**src/uart_reg_pkg.sv**
```systemverilog
`default_nettype none

package uart_reg_pkg;

   // processor bus widths
   localparam int data_width = 32;
   localparam int addr_width = 3;

   //////////////////////////////
   // register map
   //////////////////////////////

   localparam logic [addr_width-1:0] uart_write_wait = 3'd0;
   localparam logic [addr_width-1:0] uart_div        = 3'd1;
   localparam logic [addr_width-1:0] uart_data       = 3'd2;
   localparam logic [addr_width-1:0] uart_soft_reset = 3'd3;
   localparam logic [addr_width-1:0] uart_read_valid = 3'd4;
   localparam logic [addr_width-1:0] uart_rxen       = 3'd5;

   //////////////////////////////
   // write data views
   //////////////////////////////

   // byte to send, low 8 bits of the word
   typedef struct packed {
      logic [data_width-9:0] pad;
      logic [7:0]            tx_byte;
   } uart_tx_view_t;

   // single control bit in bit 0
   typedef struct packed {
      logic [data_width-2:0] pad;
      logic                  flag;
   } uart_flag_view_t;

   // meaning depends on the address written
   typedef union packed {
      logic [data_width-1:0] divider;
      uart_tx_view_t         tx;
      uart_flag_view_t       ctrl;
   } uart_wdata_u;

endpackage

`default_nettype wire

```
**src/uart_frame_pkg.sv**
```systemverilog
`default_nettype none

package uart_frame_pkg;

   // 8N1 frame: start, eight data bits, stop
   localparam int frame_bits = 10;
   localparam int byte_bits  = 8;

   // line level between frames, also the stop bit
   localparam logic line_idle = 1'b1;

   // receiver sequence; data bit position kept apart
   typedef enum logic [1:0] {
      rx_idle,
      rx_start,
      rx_data,
      rx_stop
   } rx_state_e;

endpackage

`default_nettype wire

```
**src/uart_regs.sv**
```systemverilog
`timescale 1ns/1ps
`default_nettype none

module uart_regs #(
   parameter int div_width = 16
) (
   input  wire logic                                 clk,
   input  wire logic                                 rst_int,
   input  wire logic                                 serial_rst,
   input  wire logic                                 valid,
   input  wire logic [uart_reg_pkg::addr_width-1:0]  address,
   input  wire uart_reg_pkg::uart_wdata_u            wdata,
   input  wire logic                                 wstrb,
   output logic      [uart_reg_pkg::data_width-1:0]  rdata,
   output logic                                      ready,
   output logic                                      soft_rst,
   output logic                                      rx_en,
   output logic                                      rts,
   output logic                                      tx_load,
   output logic                                      rx_read,
   output logic      [div_width-1:0]                 divider,
   output logic      [7:0]                           tx_byte,
   input  wire logic                                 rx_valid,
   input  wire logic                                 rx_rts_ok,
   input  wire logic [7:0]                           rx_byte,
   input  wire logic                                 tx_busy,
   input  wire logic                                 cts
);

   import uart_reg_pkg::*;

   logic       wr_en;
   logic       div_wr;
   logic       soft_wr;
   logic       rxen_wr;
   logic [1:0] cts_sync;

   //////////////////////////////
   // address decoder
   //////////////////////////////

   assign wr_en = valid & wstrb;

   always_comb begin
      div_wr  = 1'b0;
      soft_wr = 1'b0;
      rxen_wr = 1'b0;
      tx_load = 1'b0;
      if (wr_en) begin
         case (address)
            uart_div:        div_wr  = 1'b1;
            uart_data:       tx_load = 1'b1;
            uart_soft_reset: soft_wr = 1'b1;
            uart_rxen:       rxen_wr = 1'b1;
            default: ;
         endcase
      end
   end

   // a plain read of the data register empties the rx buffer
   assign rx_read = valid & ~wstrb & (address == uart_data);

   assign tx_byte = wdata.tx.tx_byte;

   // read mux, combinational from address
   always_comb begin
      rdata = '0;
      case (address)
         uart_write_wait: rdata[0] = tx_busy | ~cts_sync[1];
         uart_div:        rdata[div_width-1:0] = divider;
         uart_data:       rdata[7:0] = rx_byte;
         uart_read_valid: rdata[0] = rx_valid;
         uart_rxen:       rdata[0] = rx_en;
         default: ;
      endcase
   end

   //////////////////////////////
   // control registers
   //////////////////////////////

   // bus handshake
   always_ff @(posedge clk or posedge rst_int) begin
      if (rst_int) begin
         ready <= 1'b0;
      end else begin
         ready <= valid;
      end
   end

   // one-cycle pulse on a write of 1
   always_ff @(posedge clk or posedge rst_int) begin
      if (rst_int) begin
         soft_rst <= 1'b0;
      end else begin
         soft_rst <= soft_wr & wdata.ctrl.flag;
      end
   end

   // bit period in clock cycles
   always_ff @(posedge clk or posedge serial_rst) begin
      if (serial_rst) begin
         divider <= div_width'(1);
      end else if (div_wr) begin
         divider <= wdata.divider[div_width-1:0];
      end
   end

   always_ff @(posedge clk or posedge serial_rst) begin
      if (serial_rst) begin
         rx_en <= 1'b0;
      end else if (rxen_wr) begin
         rx_en <= wdata.ctrl.flag;
      end
   end

   //////////////////////////////
   // flow control
   //////////////////////////////

   // two-flop synchronizer
   always_ff @(posedge clk) begin
      cts_sync <= {cts_sync[0], cts};
   end

   // ask for data only when rx is on and the buffer is free
   assign rts = rx_rts_ok & rx_en;

   // every access is acknowledged on the next cycle
   a_ready_follows_valid: assert property (
      @(posedge clk) disable iff (rst_int) ready == $past(valid)
   );

endmodule

`default_nettype wire

```
**src/uart_tx.sv**
```systemverilog
`timescale 1ns/1ps
`default_nettype none

module uart_tx #(
   parameter int div_width = 16
) (
   input  wire logic                                  clk,
   input  wire logic                                  rst_int,
   input  wire logic                                  tx_load,
   input  wire logic [uart_frame_pkg::byte_bits-1:0]  tx_byte,
   input  wire logic [div_width-1:0]                  divider,
   output logic                                       txd,
   output logic                                       tx_busy
);

   import uart_frame_pkg::*;

   localparam int cnt_w = $clog2(frame_bits + 1);

   logic [frame_bits-1:0] shift_reg;
   logic [cnt_w-1:0]      bit_cnt;
   logic [div_width-1:0]  div_cnt;
   logic                  bit_tick;

   // end of the current bit period
   assign bit_tick = (bit_cnt != '0) && (div_cnt == divider);

   //////////////////////////////
   // bit timing
   //////////////////////////////

   // counts 1..divider while a frame is on the line
   always_ff @(posedge clk or posedge rst_int) begin
      if (rst_int) begin
         div_cnt <= '0;
      end else if (tx_load) begin
         div_cnt <= div_width'(1);
      end else if (bit_cnt != '0) begin
         if (div_cnt == divider) begin
            div_cnt <= div_width'(1);
         end else begin
            div_cnt <= div_cnt + 1'b1;
         end
      end
   end

   // bits left in the frame
   always_ff @(posedge clk or posedge rst_int) begin
      if (rst_int) begin
         bit_cnt <= '0;
      end else if (tx_load) begin
         bit_cnt <= cnt_w'(frame_bits);
      end else if (bit_tick) begin
         bit_cnt <= bit_cnt - 1'b1;
      end
   end

   //////////////////////////////
   // shift register
   //////////////////////////////

   // stop bit on top, start bit at the output, lsb first
   always_ff @(posedge clk or posedge rst_int) begin
      if (rst_int) begin
         shift_reg <= {frame_bits{line_idle}};
      end else if (tx_load) begin
         shift_reg <= {line_idle, tx_byte, ~line_idle};
      end else if (bit_tick) begin
         shift_reg <= {line_idle, shift_reg[frame_bits-1:1]};
      end
   end

   assign txd     = shift_reg[0];
   assign tx_busy = (bit_cnt != '0);

   // the line must rest at idle between frames
   a_idle_line: assert property (
      @(posedge clk) disable iff (rst_int) !tx_busy |-> txd == line_idle
   );

endmodule

`default_nettype wire

```
**src/uart_rx.sv**
```systemverilog
`timescale 1ns/1ps
`default_nettype none

module uart_rx #(
   parameter int div_width = 16
) (
   input  wire logic                                  clk,
   input  wire logic                                  rst_int,
   input  wire logic                                  rxd,
   input  wire logic                                  rx_read,
   input  wire logic [div_width-1:0]                  divider,
   output logic      [uart_frame_pkg::byte_bits-1:0]  rx_byte,
   output logic                                       rx_valid,
   output logic                                       rx_rts_ok
);

   import uart_frame_pkg::*;

   localparam int idx_w = $clog2(byte_bits) + 1;

   rx_state_e            state;
   logic [1:0]           rxd_sync;
   logic                 rxd_s;
   logic [div_width-1:0] div_cnt;
   logic [idx_w-1:0]     bit_idx;
   logic [byte_bits-1:0] shift_reg;
   logic                 half_done;
   logic                 bit_done;
   logic                 sample;
   logic                 store;

   // line comes from outside the clock domain
   always_ff @(posedge clk or posedge rst_int) begin
      if (rst_int) begin
         rxd_sync <= {2{line_idle}};
      end else begin
         rxd_sync <= {rxd_sync[0], rxd};
      end
   end

   assign rxd_s = rxd_sync[1];

   // half a period lands in the middle of the start bit
   assign half_done = {div_cnt, 1'b0} >= {1'b0, divider};
   assign bit_done  = div_cnt >= divider;
   assign sample    = (state == rx_data) && bit_done;
   assign store     = (state == rx_stop) && bit_done;

   //////////////////////////////
   // receive FSM
   //////////////////////////////

   always_ff @(posedge clk or posedge rst_int) begin
      if (rst_int) begin
         state     <= rx_idle;
         div_cnt   <= '0;
         bit_idx   <= '0;
         rx_valid  <= 1'b0;
         rx_rts_ok <= 1'b1;
      end else begin
         div_cnt <= div_cnt + 1'b1;
         // buffer consumed, sender may go on
         if (rx_read) begin
            rx_valid  <= 1'b0;
            rx_rts_ok <= 1'b1;
         end
         case (state)
            rx_idle: begin
               div_cnt <= div_width'(1);
               if (rxd_s != line_idle) begin
                  state     <= rx_start;
                  rx_rts_ok <= 1'b0;
               end
            end
            rx_start: begin
               if (half_done) begin
                  state   <= rx_data;
                  div_cnt <= div_width'(1);
                  bit_idx <= '0;
               end
            end
            rx_data: begin
               if (bit_done) begin
                  div_cnt <= div_width'(1);
                  if (bit_idx == idx_w'(byte_bits - 1)) begin
                     state <= rx_stop;
                  end else begin
                     bit_idx <= bit_idx + 1'b1;
                  end
               end
            end
            rx_stop: begin
               // middle of the stop bit, byte is complete
               if (bit_done) begin
                  rx_valid <= 1'b1;
                  state    <= rx_idle;
               end
            end
            default: state <= rx_idle;
         endcase
      end
   end

   // data path, lsb arrives first
   always_ff @(posedge clk) begin
      if (sample) begin
         shift_reg <= {rxd_s, shift_reg[byte_bits-1:1]};
      end
      if (store) begin
         rx_byte <= shift_reg;
      end
   end

   a_bit_idx_range: assert property (
      @(posedge clk) disable iff (rst_int) state == rx_data |-> bit_idx < idx_w'(byte_bits)
   );

endmodule

`default_nettype wire

```
**src/uart_top.sv**
```systemverilog
`timescale 1ns/1ps
`default_nettype none

module uart_top #(
   parameter int div_width = 16
) (
   input  wire logic                                 clk,
   input  wire logic                                 rst_int,
   // processor side
   input  wire logic                                 valid,
   input  wire logic [uart_reg_pkg::addr_width-1:0]  address,
   input  wire logic [uart_reg_pkg::data_width-1:0]  wdata,
   input  wire logic                                 wstrb,
   output logic      [uart_reg_pkg::data_width-1:0]  rdata,
   output logic                                      ready,
   // serial side
   output logic                                      txd,
   input  wire logic                                 rxd,
   input  wire logic                                 cts,
   output logic                                      rts
);

   logic                 soft_rst;
   logic                 serial_rst;
   logic [div_width-1:0] divider;
   logic                 rx_en;
   logic                 tx_load;
   logic [7:0]           tx_byte;
   logic                 rx_read;
   logic                 tx_busy;
   logic [7:0]           rx_byte;
   logic                 rx_valid;
   logic                 rx_rts_ok;

   // soft reset only touches the serial side
   assign serial_rst = rst_int | soft_rst;

   uart_regs #(
      .div_width(div_width)
   ) u_regs (
      .clk       (clk),
      .rst_int   (rst_int),
      .serial_rst(serial_rst),
      .valid     (valid),
      .address   (address),
      .wdata     (wdata),
      .wstrb     (wstrb),
      .rdata     (rdata),
      .ready     (ready),
      .soft_rst  (soft_rst),
      .rx_en     (rx_en),
      .rts       (rts),
      .tx_load   (tx_load),
      .rx_read   (rx_read),
      .divider   (divider),
      .tx_byte   (tx_byte),
      .rx_valid  (rx_valid),
      .rx_rts_ok (rx_rts_ok),
      .rx_byte   (rx_byte),
      .tx_busy   (tx_busy),
      .cts       (cts)
   );

   uart_tx #(
      .div_width(div_width)
   ) u_tx (
      .clk    (clk),
      .rst_int(serial_rst),
      .tx_load(tx_load),
      .tx_byte(tx_byte),
      .divider(divider),
      .txd    (txd),
      .tx_busy(tx_busy)
   );

   uart_rx #(
      .div_width(div_width)
   ) u_rx (
      .clk      (clk),
      .rst_int  (serial_rst),
      .rxd      (rxd),
      .rx_read  (rx_read),
      .divider  (divider),
      .rx_byte  (rx_byte),
      .rx_valid (rx_valid),
      .rx_rts_ok(rx_rts_ok)
   );

endmodule

`default_nettype wire

```
**config.mk**
```make
export PLATFORM = sky130hd
export DESIGN_NAME = uart_top
export DESIGN_NICKNAME = d
export VERILOG_FILES = /design/src/uart_reg_pkg.sv /design/src/uart_frame_pkg.sv /design/src/uart_regs.sv /design/src/uart_tx.sv /design/src/uart_rx.sv /design/src/uart_top.sv
export SDC_FILE = /design/constraint.sdc
export NUM_CORES = 1
export LEC_CHECK = 0
export BUFFER_PORTS_ARGS = -buffer_cell sky130_fd_sc_hd__buf_2
export CAP_MARGIN = 20
export CORE_AREA = 2 2 74 128
export CTS_CLUSTER_DIAMETER = 40
export DETAILED_ROUTE_END_ITERATION = 10
export DIE_AREA = 0 0 76 130
export PLACE_DENSITY = 0.83
export SLEW_MARGIN = 20
export SYNTH_ARGS = -nofsm -noshare
export SYNTH_HDL_FRONTEND = slang
export SYNTH_SLANG_ARGS = --single-unit
```
**constraint.sdc**
```tcl
create_clock -name clk -period 11.54 [get_ports clk]
set_input_delay 2.308 -clock clk [delete_from_list [all_inputs] [get_ports clk]]
set_output_delay 2.308 -clock clk [all_outputs]
set_load 0.05 [all_outputs]
```
# == Word level (Yosys, flattened, before mapping) ==
# Index checks and enable logic that the tools add are counted.
# word_totals
reg_bits,93
inputBits,41
out_inout_bits,35
elab_cells,95
# op_classes
add_sub_neg,4
magnitude_cmp,2
n_eq_ne,16
mux,37
bitwise_logic,9
n_reduce_logical,11
# ops
operator,n
16-bit 2-to-1 mux,5
16-bit one-hot mux with 3 select lines,1
"16-bit by 1-bit adder with 16-bit output, second input constant",2
10-bit 2-to-1 mux,2
4-bit 2-to-1 mux,5
17-bit by 16-bit >= comparator with 1-bit output,1
16-bit == test,1
16-bit >= comparator,1
1-bit 2-to-1 mux,14
7-bit one-hot mux with 2 select lines,1
2-bit 2-to-1 mux,5
8-bit 2-to-1 mux,1
2-bit one-hot mux with 4 select lines,1
4-bit one-hot mux with 2 select lines,1
"3-bit by 2-bit == test with 1-bit output, second input constant",2
"3-bit == test, second input constant",2
"2-bit by 1-bit inequality test with 1-bit output, second input constant",3
"2-bit inequality test, second input constant",3
2-bit nonzero test,3
1-bit bitwise AND,5
1-bit one-hot mux with 5 select lines,1
5-bit AND reduction,1
"4-bit by 1-bit adder with 4-bit output, second input constant",1
"2-bit == test, second input constant",2
other kinds (11),15

# == Depth between registers and ports, before layout ==
# Gate-level depths: netlist of the first run.
# depth
depth_word,6
mapped_depth,9
ltp_nobuf,8

# == Modules after synthesis ==
# From an unflattened synthesis of the first run, not the netlist that was laid out.
# hier_totals
cells_unflattened,531
hier_area_um2,5617.9
# modules_own_cells
mod,instances,cells_per_inst,area_per_inst_um2,seq_area_each_um2
uart_rx,1,248,2718.9,1134.8
uart_tx,1,172,1689.1,737.0
uart_regs,1,110,1203.7,516.7
uart_top,1,1,6.3,0.0

# == Least setup slack after synthesis of the first run ==
# Ideal clock, no wire load.
# synth_path
kind,input to output
from,in address[0] in the netlist's numbering
to,out rdata[3] in the netlist's numbering
t_arrival_ns,3.653
t_required_ns,9.232
path_slack_ns,5.579
stages,5
path_buffers,2
cell_sequence,buf_2 > and2b_1 > nor2b_1 > clkbuf_1 > a22o_1
# synth_via
elab_chain_cells,2
elab_cells_between_ends,3
classes_between,eq/ne (2); mux (1)
# synth_rtl
item,line,source
start: declaration,uart_top.sv:11,"input wire logic [uart_reg_pkg::addr_width-1:0] address,"
3-bit by 2-bit == test with 1-bit output / 3-bit by 1-bit == test with 1-bit output (equally long branches),uart_regs.sv:68,case (address)
7-bit one-hot mux with 2 select lines *,uart_regs.sv:68,
end: declaration,uart_top.sv:14,"output logic [uart_reg_pkg::data_width-1:0] rdata,"
# Every way passes the cells marked *; elsewhere a longest branch is shown, timed or not.

# == Final worst setup path of the first run ==
# layout_path
from,in address[0] in the netlist's numbering
to,out rdata[2] in the netlist's numbering
# The elaborated chain is that of the path after synthesis.

==> impl_results.md, run 1 <==
* Outcome: complete, no violations
* Pleak at 2.65 nW
* Setup TNS at 0 ps
* CP required at approximately 9200 ps
* Die W at ~76 um
* Share of cells above drive strength 1 at 0.164
* Switching power total at 0.000371 W
* # clock sinks at between 90 and 100
* RSZ-0062 raised after global routing: false
* Mux contribution to synthesized area at 0.0234
* Yosys top cell by area: dfrtp_1
* Die H at approximately 130 um
* CP Launch Point: address[0]
* Post-route cell area at about 0.0059 mm^2
* Synth unique cells at 64
* Cell Int Power at roughly 0.00071 W
* PwrDens at 182 mW/mm^2
* Die Area at approximately 0.01 mm^2
* Number of synthesized flops with an enable pin at 16
* Worst clock skew at between 7 and 8 ps
* Register area at 0.00239 mm^2
* Post-synthesis adder-cell area fraction at 0.0960
* Simple-gate share of the synthesized area at 0.170
* Area of the multi-input gates at 0.00270 mm^2
* Largest family of logic cells by synthesized area: simple AND/OR/NAND/NOR gates
* Cell Area, Synth at 0.00534 mm^2
* Fill cells at just under 700
* Clock power share at 0.315
* FF-to-FF Start: u_tx.div_cnt[4]
* Area Overhead vs Synth at 11.0%
* H-tree depth at 3
* Ys Warns at 0
* Clk pin slew, worst setup/hold paths at roughly 70 ps
* Register share of total power at 0.406
* Iteration-0 DRC Markers at around 370
* WL per Instance at 18.2 um
* Via density at about 6
* Num rows at 46
* Register area share after synthesis at 0.447
* Max Cap Viol at 0
* Final Hold Viols at 0
* Number of post-CTS setup repair buffers at 0
* Met1 usage at 0.253
* Biggest regs: u_regs.divider x16, u_rx.div_cnt x16, u_tx.div_cnt x16
* CP Launch Type: input pin
* WP data arrival at approximately 3900 ps
* Nets at 649
* Synth Area per Inst at 10.2 um^2
* Placed Area at 0.00558 mm^2
* Post-synth top area share at 0.286
* Placer congestion estimate at 0.920
* Vias at 4161
* Grt peak-use layer: met2
* Most common library cells after synthesis: 61 x dfrtp_1, 47 x nor2_1, 46 x nand2_1
* Gate Count Post-Synth at around 530
* Gr usage total at 0.262
* Ports at between 70 and 80
* Routed Antenna Nets at 0
* Maximum clock frequency at between 0.15 and 0.2 GHz
* Largest net degree at the start of global routing at 73
* Total Wirelength at roughly 13000 um
* DR pass1 iterations at 4
* Comb pwr share at 0.279
* Clk root buf: clkbuf_16
* Final critical-path required period at 6150 ps
* Final Max Slew Viols at 0
* Detailed Place HPWL at between 9000 and 10000 um
* Max clock buf depth at 2
* Post-CTS Resized at 0
* N_diodes at 0
* Clock buffer count from CTS at 9
* CTS Hold Bufs at 0
* Synthesized flop and latch total at between 90 and 100
* Compound-gate portion of the synthesized area at 0.123
* Clk Latency, worst-skew pair at about 340 ps
* Global-route wire length before repair at 20100 um
* GR Util met3 at 0.0367
* Top-count cell post-synth: dfrtp_1
* Synth Area in XOR/XNOR at 0.0785
* Ys async rst share at 0.804
* Tcrit/Tclk final at 0.533
* Measured slew at the worst slew-check pin at around 920 ps
* CP Capture Type: output pin
* Peak VDD IR at 131 uV
* Vias in the first global route at approximately 4200
* Port Buffer Count at 43
* Min-delay src: u_regs.cts_sync[0]
* Critical path peak fanout at 16
* Initial antenna violation count at 0
* Remaining DRCs at 0
* Top cells by area, synth: dfrtp_1 29%, ha_1 9.6%, edfxtp_1 9.0%, dfstp_2 6.4%, xnor2_1 4.9%
* Final-report setup violation count at 0
* Switching share of power at 0.344
* Min-delay worst type: register to register
* Slew headroom at 0.385
* Most frequently used flop master after synthesis: dfrtp_1
* Initial Util at 0.599
* Core Area at 0.00892 mm^2
* GRT overflow at 0
* GR Layer Usage met2 at 0.503
* Critical setup path kind: input pin to output pin
* CTS tree: yes
-- worst max-delay path, stage by stage --
cell,delay [ps]
buf_2,190
and2b_1,190
nor2b_2,610
a22o_1,260
buf_2,280
-- power by group through the flow --
stage | clock network (W) | registers (W) | logic, W
final | 0.000339 | 0.000437 | 0.000301
after global routing | 0.000356 | 0.000444 | 0.000335
after CTS | 0.000342 | 0.000436 | 0.000300
after global placement | 0 | 0.000438 | 0.000277
after detailed placement | 0 | 0.000441 | 0.000291
after floorplan | 0 | 0.000425 | 0.000235
-- cell usage in the layout (no fill, tap or decap), drive strengths merged, types with 17 or more instances in the layout --
cell    n
buf    46
inv    30
nand3  17
nand2  46
dfrtp  61
ha     41
nor2   47
xnor2  31
o21ai  34
-- final cells by class --
type | instances | share of cell area
clock buffers | 9 | 0.0380
clock inverters | 7 | 0.0207
inverters | 29 | 0.0184
multi-input cells | 389 | 0.455
flip-flops and latches | 92 | 0.403
well taps | 120 | 0.0253
repair buffers | 46 | 0.0401
-- metal layers --
metal / vias up / part of all wire / wire length, um
met2: 125 / 0.56 / 7060
met1: 2068 / 0.34 / 4280
met4: 0 / 0.068 / 849
met3: 58 / 0.031 / 385
li1: 1910 / - / -
met5: - / 0 / 0
-- final timing paths --
kind,depth (start not counted),slack (ps),endpoint
max in group asynchronous,3,8640,u_tx.bit_cnt[1]
worst max-delay path,5,5390,rdata[2]
worst min-delay path,0,330,u_regs.cts_sync[1]
worst max register to register,6,8790,u_tx.div_cnt[2]
worst min register to register,0,330,u_regs.cts_sync[1]
min in group asynchronous,2,640,u_regs.rx_en
-- through the flow --
stage / utilization / hold WS (ps) / cells / total power [W] / setup WS, ps
2_1_floorplan: - / 310 / 540 / 0.000660 / 5100
5_1_grt: 0.665 / 340 / 692 / 0.00113 / 5300
3_3_place_gp: 0.625 / 311 / 676 / 0.000714 / 5120
3_5_place_dp: 0.625 / 315 / 676 / 0.000732 / 5030
4_1_cts: 0.664 / 330 / 692 / 0.00108 / 5030
6_report: 0.665 / 330 / 692 / 0.00108 / 5390
-- cell families (layout without fill, tap and decap cells) --
group / Yosys count / after routing
adders and majority gates: 41 / 41
muxes: 12 / 12
other: 1 / 16
DFF: 92 / 92
xor gates and xnor gates: 47 / 47
buffers and inverters: 59 / 91
AOI/OAI and AO/OA: 94 / 94
and+or+nand+nor: 179 / 179
Note: power is estimated with default switching activity, not from simulation.
==> run 2, diff against run 1 <==
--- a/config.mk
+++ b/config.mk
@@ -5,13 +5,14 @@
 export SDC_FILE = /design/constraint.sdc
 export NUM_CORES = 1
 export LEC_CHECK = 0
+export ABC_AREA = 1
 export BUFFER_PORTS_ARGS = -buffer_cell sky130_fd_sc_hd__buf_2
 export CAP_MARGIN = 20
-export CORE_AREA = 2 2 74 128
+export CORE_AREA = 2 2 81 141
 export CTS_CLUSTER_DIAMETER = 40
 export DETAILED_ROUTE_END_ITERATION = 10
-export DIE_AREA = 0 0 76 130
-export PLACE_DENSITY = 0.83
+export DIE_AREA = 0 0 83 143
+export PLACE_DENSITY = 0.76
 export SLEW_MARGIN = 20
 export SYNTH_ARGS = -nofsm -noshare
 export SYNTH_HDL_FRONTEND = slang
==> constraint.sdc (replaced) <==
create_clock -name clk -period 5.6 [get_ports clk]
set_input_delay 1.12 -clock clk [delete_from_list [all_inputs] [get_ports clk]]
set_output_delay 1.12 -clock clk [all_outputs]
set_load 0.05 [all_outputs]
==> impl_results.md, run 2 <==
* Final Max Slew Viols at 0 (unchanged)
* Simple-gate share of the synthesized area at 0.256 (+0.0863)
* Port Buffer Count at 43 (unchanged)
* Clock buffer count from CTS at 9 (unchanged)
* Gr usage total at 0.212 (-0.0501)
* Nets at 819 (+26%)
* Largest family of logic cells by synthesized area: simple AND/OR/NAND/NOR gates
* Most common library cells after synthesis: 183 x nand2_1, 107 x inv_1, 62 x nor2_1
* CP Capture Type: output pin
* Routed Antenna Nets at 0 (unchanged)
* WL per Instance at 13.6 um (-25%)
* Min-delay worst type: register to register
* CTS tree: yes
* Placer congestion estimate at 0.900 (-2.1%)
* Synth Area per Inst at 7.99 um^2 (-21%)
* Initial Util at 0.519 (-0.0796)
* Iteration-0 DRC Markers at 241 (-34%)
* Remaining DRCs at 0 (unchanged)
* Gate Count Post-Synth at 695 (+32%)
* Measured slew at the worst slew-check pin at 913 ps (-8.88 ps)
* Synth unique cells at 36 (-44%)
* Synth Area in XOR/XNOR at 0.0552 (-0.0233)
* Clk root buf: clkbuf_16
* Number of post-CTS setup repair buffers at 0 (unchanged)
* Hold Slack at 327 ps (-2.99 ps)
* Most frequently used flop master after synthesis: dfrtp_1
* Leading cell type in the layout, fill and taps excluded: nand2_1
* RSZ-0062 raised after global routing: false
* Worst clock skew at 5.81 ps (-1.82 ps)
* Cell Area, Synth at 0.00555 mm^2 (+4.0%)
* Final Hold Viols at 0 (unchanged)
* Ports at 76 (unchanged)
* Max Cap Viol at 0 (unchanged)
* Max clock buf depth at 2 (unchanged)
* Peak VDD IR at 232 uV (+78%)
* Pleak at 3.31 nW (+25%)
* Ys async rst share at 0.804 (unchanged)
* # clock sinks at 92 (unchanged)
* Final critical-path required period at 3560 ps
* Yosys top cell by area: dfrtp_1
* Post-synth top area share at 0.275 (-0.0109)
* Post-synthesis adder-cell area fraction at 0.0924 (-0.00368)
* Vias in the first global route at 4621 (+9.5%)
* Top-count cell post-synth: nand2_1
* Maximum clock frequency at 0.281 GHz
* Clk Latency, worst-skew pair at 340 ps (about the same)
* H-tree depth at 3 (unchanged)
* Tcrit/Tclk final at 0.636
* CP required at 4480 ps (-4750 ps)
* Critical path peak fanout at 16 (unchanged)
* Ys Warns at 0 (unchanged)
* Area Overhead vs Synth at 9.64%
* Die H at 143 um (+10%)
* Top cells by area, synth: dfrtp_1 27%, nand2_1 12%, ha_1 9.2%, edfxtp_1 8.7%, inv_1 7.2%
* Core Area at 0.0107 mm^2 (+20%)
* Detailed Place HPWL at 9230 um (-0.57%)
* Slew headroom at 0.391 (+0.00592)
* Initial antenna violation count at 0 (unchanged)
* Num rows at 50 (+8.7%)
* Die W at 83 um (+9.2%)
* Most frequent cells in the layout: 183 x nand2_1, 107 x inv_1, 61 x nor2_1, 61 x dfrtp_1, 43 x buf_2
* Mux contribution to synthesized area at 0 (-0.0234)
* Vias at 4531 (+8.9%)
* Biggest regs: u_regs.divider x16, u_rx.div_cnt x16, u_tx.div_cnt x16
* Post-CTS Resized at 0 (unchanged)
* DR pass1 iterations at 5 (+1)
* Setup TNS at 0 ps (unchanged)
* Global-route wire length before repair at 20300 um (+0.85%)
* Number of synthesized flops with an enable pin at 16 (unchanged)
* Largest net degree at the start of global routing at 73 (unchanged)
* WP data arrival at 2440 ps (-1410 ps)
* GRT overflow at 0 (unchanged)
* Total Wirelength at 11900 um (-5.4%)
* Synthesized flop and latch total at 92 (unchanged)
* Compound-gate portion of the synthesized area at 0.0601 (-0.0628)
* Share of cells above drive strength 1 at 0.113 (-0.0511)
* Register area share after synthesis at 0.430 (-0.0171)
* Via density at 5.20 (-14%)
* CTS Hold Bufs at 0 (unchanged)
* Critical setup path kind: input pin to output pin
* Die Area at 0.0119 mm^2 (+20%)
* Final-report setup violation count at 0 (unchanged)
* PwrDens at 343 mW/mm^2 (+89%)
* Clk pin slew, worst setup/hold paths at 60 ps (about the same)
* N_diodes at 0 (unchanged)
* Outcome: complete, no violations
* CP Launch Type: input pin
[run 2: critical path, stage by stage]
cell and delay, ps:
buf_2 150, inv_1 70, nor3_1 190, inv_1 280, o21ai_0 310, buf_2 310
[run 2: cell type report]
type	instances	area, um^2
repair buffers	44	223
flip-flops and latches	92	2390
clock inverters	6	38.8
inverters	108	405
well taps	130	163
multi-input cells	482	2640
fillers	963	4610
clock buffers	10	229
[run 2: metal layers]
layer	GRT usage	up-vias	part of all wire	wire length, um
li1	-	2259	-	-
met1	0.205	2148	0.35	4200
met2	0.410	88	0.58	6890
met3	0.0434	36	0.029	340
met4	0.121	0	0.039	465
met5	0	-	0	0
[run 2: logic make-up (layout without fill, tap and decap cells)]
logic type,count (synthesis),count (layout)
AND/OR/NAND/NOR,327,327
buffers and inverters,136,168
flip-flops,92,92
AO/OA/AOI/OAI,63,63
adder cells (fa/ha/maj),41,41
XOR/XNOR,35,35
other,1,16
[run 2: power by group]
part / internal, W / switching, W / total, W / leakage (nW)
combinational: 0.000230 / 0.000428 / 0.000658 / 2.10
sequential: 0.000781 / 0.0000993 / 0.000881 / 1.08
clock: 0.000300 / 0.000252 / 0.000553 / 0.130
total: 0.00131 / 0.000779 / 0.00209 / 3.31
[run 2: path summary, 6_finish.rpt]
path                               startpoint                 end  slack (ps)  cells after the start
min reg2reg                u_regs.cts_sync[0]  u_regs.cts_sync[1]         330                      0
min in group asynchronous     u_regs.soft_rst     u_tx.bit_cnt[0]         640                      2
max in group asynchronous             rst_int    u_rx.div_cnt[10]        3890                      3
max reg2reg                 u_regs.divider[0]     u_tx.bit_cnt[3]        3090                      9
max                                address[0]            rdata[7]        2040                      6
min                        u_regs.cts_sync[0]  u_regs.cts_sync[1]         330                      0
[run 2: stage by stage]
step | area, um^2 | power, W | cells | util | worst slack (ps)
floorplan | 5610 | 0.00140 | 710 | - | 351
global placement | 5820 | 0.00151 | 856 | 0.544 | 2080
detailed placement | 5820 | 0.00155 | 856 | 0.544 | 2050
CTS | 6090 | 0.00211 | 872 | 0.569 | 2050
global route | 6090 | 0.00225 | 872 | 0.569 | 1850
finish | 6090 | 0.00209 | 872 | 0.569 | 2040
==> run 3, diff against run 2 <==
--- a/config.mk
+++ b/config.mk
@@ -8,11 +8,11 @@
 export ABC_AREA = 1
 export BUFFER_PORTS_ARGS = -buffer_cell sky130_fd_sc_hd__buf_2
 export CAP_MARGIN = 20
-export CORE_AREA = 2 2 81 141
+export CORE_AREA = 2 2 77 135
 export CTS_CLUSTER_DIAMETER = 40
 export DETAILED_ROUTE_END_ITERATION = 10
-export DIE_AREA = 0 0 83 143
-export PLACE_DENSITY = 0.76
+export DIE_AREA = 0 0 79 137
+export PLACE_DENSITY = 0.79
 export SLEW_MARGIN = 20
 export SYNTH_ARGS = -nofsm -noshare
 export SYNTH_HDL_FRONTEND = slang
==> constraint.sdc (replaced) <==
create_clock -name clk -period 3.6 [get_ports clk]
set_input_delay 0.72 -clock clk [delete_from_list [all_inputs] [get_ports clk]]
set_output_delay 0.72 -clock clk [all_outputs]
set_load 0.05 [all_outputs]
==> impl_results.md, run 3 (same netlist as run 2, synthesis figures left out) <==
* Port Buffer Count at 43 (unchanged)
* Vias in the first global route at 4594 (-0.58%)
* GRT overflow at 0 (unchanged)
* RSZ-0062 raised after global routing: false
* Ports at 76 (unchanged)
* Max Cap Viol at 0 (unchanged)
* Die W at 79 um (-4.8%)
* Most frequent cells in the layout: 183 x nand2_1, 107 x inv_1, 61 x nor2_1, 61 x dfrtp_1, 43 x buf_2
* Initial antenna violation count at 0 (unchanged)
* Final Hold Viols at 0 (unchanged)
* CP Capture Type: output pin
* Clock buffer count from CTS at 9 (unchanged)
* Peak VDD IR at 364 uV (+57%)
* WL per Instance at 14.0 um (+2.9%)
* Post-Route Utilization at 0.629 (+0.0597)
* Final critical-path required period at roughly 2800 ps
* DR pass1 iterations at 4 (-1)
* CTS tree: yes
* CP cell instances: inv_1 -> ha_1 -> nand3_1 -> inv_1 -> nand2_1 -> a211o_1 -> buf_2
* Worst Reg-to-Reg Cells at 10 (+1)
* Routed Antenna Nets at 0 (unchanged)
* Slew headroom at 0.392 (+0.000669)
* Post-CTS Resized at 0 (unchanged)
* CP Launch Type: register
* Post-route cell area at 0.00612 mm^2 (+0.49%)
* Critical setup path kind: register to output pin
* Nets at 821 (+0.24%)
* Slowest stage delay, CP at 380 ps (+70 ps)
* Max clock buf depth at 2 (unchanged)
* Setup TNS at 0 ps (unchanged)
* Leading cell type in the layout, fill and taps excluded: nand2_1
* Clk root buf: clkbuf_16
* Placer congestion estimate at 0.900 (about the same)
* Final Max Slew Viols at 0 (unchanged)
* Measured slew at the worst slew-check pin at 912 ps (-1.00 ps)
* Initial Util at 0.571 (+0.0517)
* Gr usage total at 0.237 (+0.0248)
* Vias at 4636 (+2.3%)
* CP dominant cell by count: inv_1
* WP data arrival at 2130 ps (-310 ps)
* Share of cells above drive strength 1 at 0.118 (+0.00507)
* Die H at 137 um (-4.2%)
* Clk Latency, worst-skew pair at 350 ps (about the same)
* CP required at 2880 ps (-1600 ps)
* Core Area at 0.00973 mm^2 (-9.1%)
* Placed Area at 0.00583 mm^2 (+0.15%)
* Tcrit/Tclk final at 0.791
* Number of post-CTS setup repair buffers at 0 (unchanged)
* FF-to-FF Start: u_rx.div_cnt[9]
* Global-route wire length before repair at 20000 um (-1.6%)
* Largest net degree at the start of global routing at 73 (unchanged)
* Min-delay worst type: input pin to async pin
* Num rows at 48 (-4.0%)
* Outcome: complete, no violations
* Reg2reg setup slack at 1080 ps (-2010 ps)
* CTS Hold Bufs at 0 (unchanged)
* N_diodes at 0 (unchanged)
* PwrDens at 542 mW/mm^2 (+58%)
* H-tree depth at 3 (unchanged)
* Remaining DRCs at 0 (unchanged)
* Detailed Place HPWL at 9390 um (+1.8%)
* Biggest regs: u_regs.divider x16, u_rx.div_cnt x16, u_tx.div_cnt x16
* Maximum clock frequency at between 0.3 and 0.4 GHz
* Clk pin slew, worst setup/hold paths at 70 ps (about the same)
* Slowest CP cell: dfrtp_1
* # clock sinks at 92 (unchanged)
* Total Wirelength at 12200 um (+2.6%)
* Worst clock skew at 7.88 ps (+2.07 ps)
* Critical R2R Capture: u_rx.div_cnt[15]
* Critical path peak fanout at 6 (-10)
* Final-report setup violation count at 0 (unchanged)
* Via density at 5.33 (+2.7%)
* Area Overhead vs Synth at 10.2%
* Iteration-0 DRC Markers at 239 (-0.83%)
* Die Area at 0.0108 mm^2 (-8.8%)
* Pleak at 3.34 nW (+0.77%)
* Total power at 0.00332 W (+59%)
-- run 3: metrics by stage --
step | instances | worst slack, ps | hold WS (ps)
after floorplan | 710 | 443 | 310
after global placement | 853 | 877 | 316
after detailed placement | 853 | 835 | 317
after CTS | 869 | 743 | 234
after global routing | 869 | 693 | 231
final | 869 | 752 | 239
-- run 3: layer usage --
layer  GRT usage  routed length [um]  up-vias
met4       0.173                 746        0
li1            -                   -     2260
met1       0.227                4360     2209
met2       0.441                6730      112
met5           0                   0        -
met3      0.0402                 361       55
-- run 3: area by class of cell --
type,instances,area (um^2)
Clock buffer,12,258
Clock inverter,4,31.3
Fill cell,857,3610
Inverter,108,405
Multi-Input combinational cell,482,2640
Sequential cell,92,2390
Tap cell,125,156
Timing Repair Buffer,46,238
-- run 3: worst max path at each step --
stage	depth (start not counted)	startpoint	end	slack, ps
after floorplan	1	rst_int	u_regs.divider[10]	440
after global placement	7	address[0]	rdata[0]	880
after detailed placement	7	address[0]	rdata[0]	830
after CTS	7	u_tx.bit_cnt[0]	rdata[0]	740
after global routing	7	u_tx.bit_cnt[0]	rdata[0]	690
final	7	u_tx.bit_cnt[0]	rdata[0]	750
-- run 3: worst max-delay path: cells and delay by family (launching register included) --
kind	cells	cell delay, ps
and+or+nand+nor	2	300
AOI/OAI and AO/OA	1	320
buffers and inverters	3	580
DFF	1	380
adders and majority gates	1	200
-- run 3: report_power, final --
group / internal [W] / switching (W)
registers: 0.00122 / 0.000157
logic: 0.000360 / 0.000682
clock network: 0.000512 / 0.000390
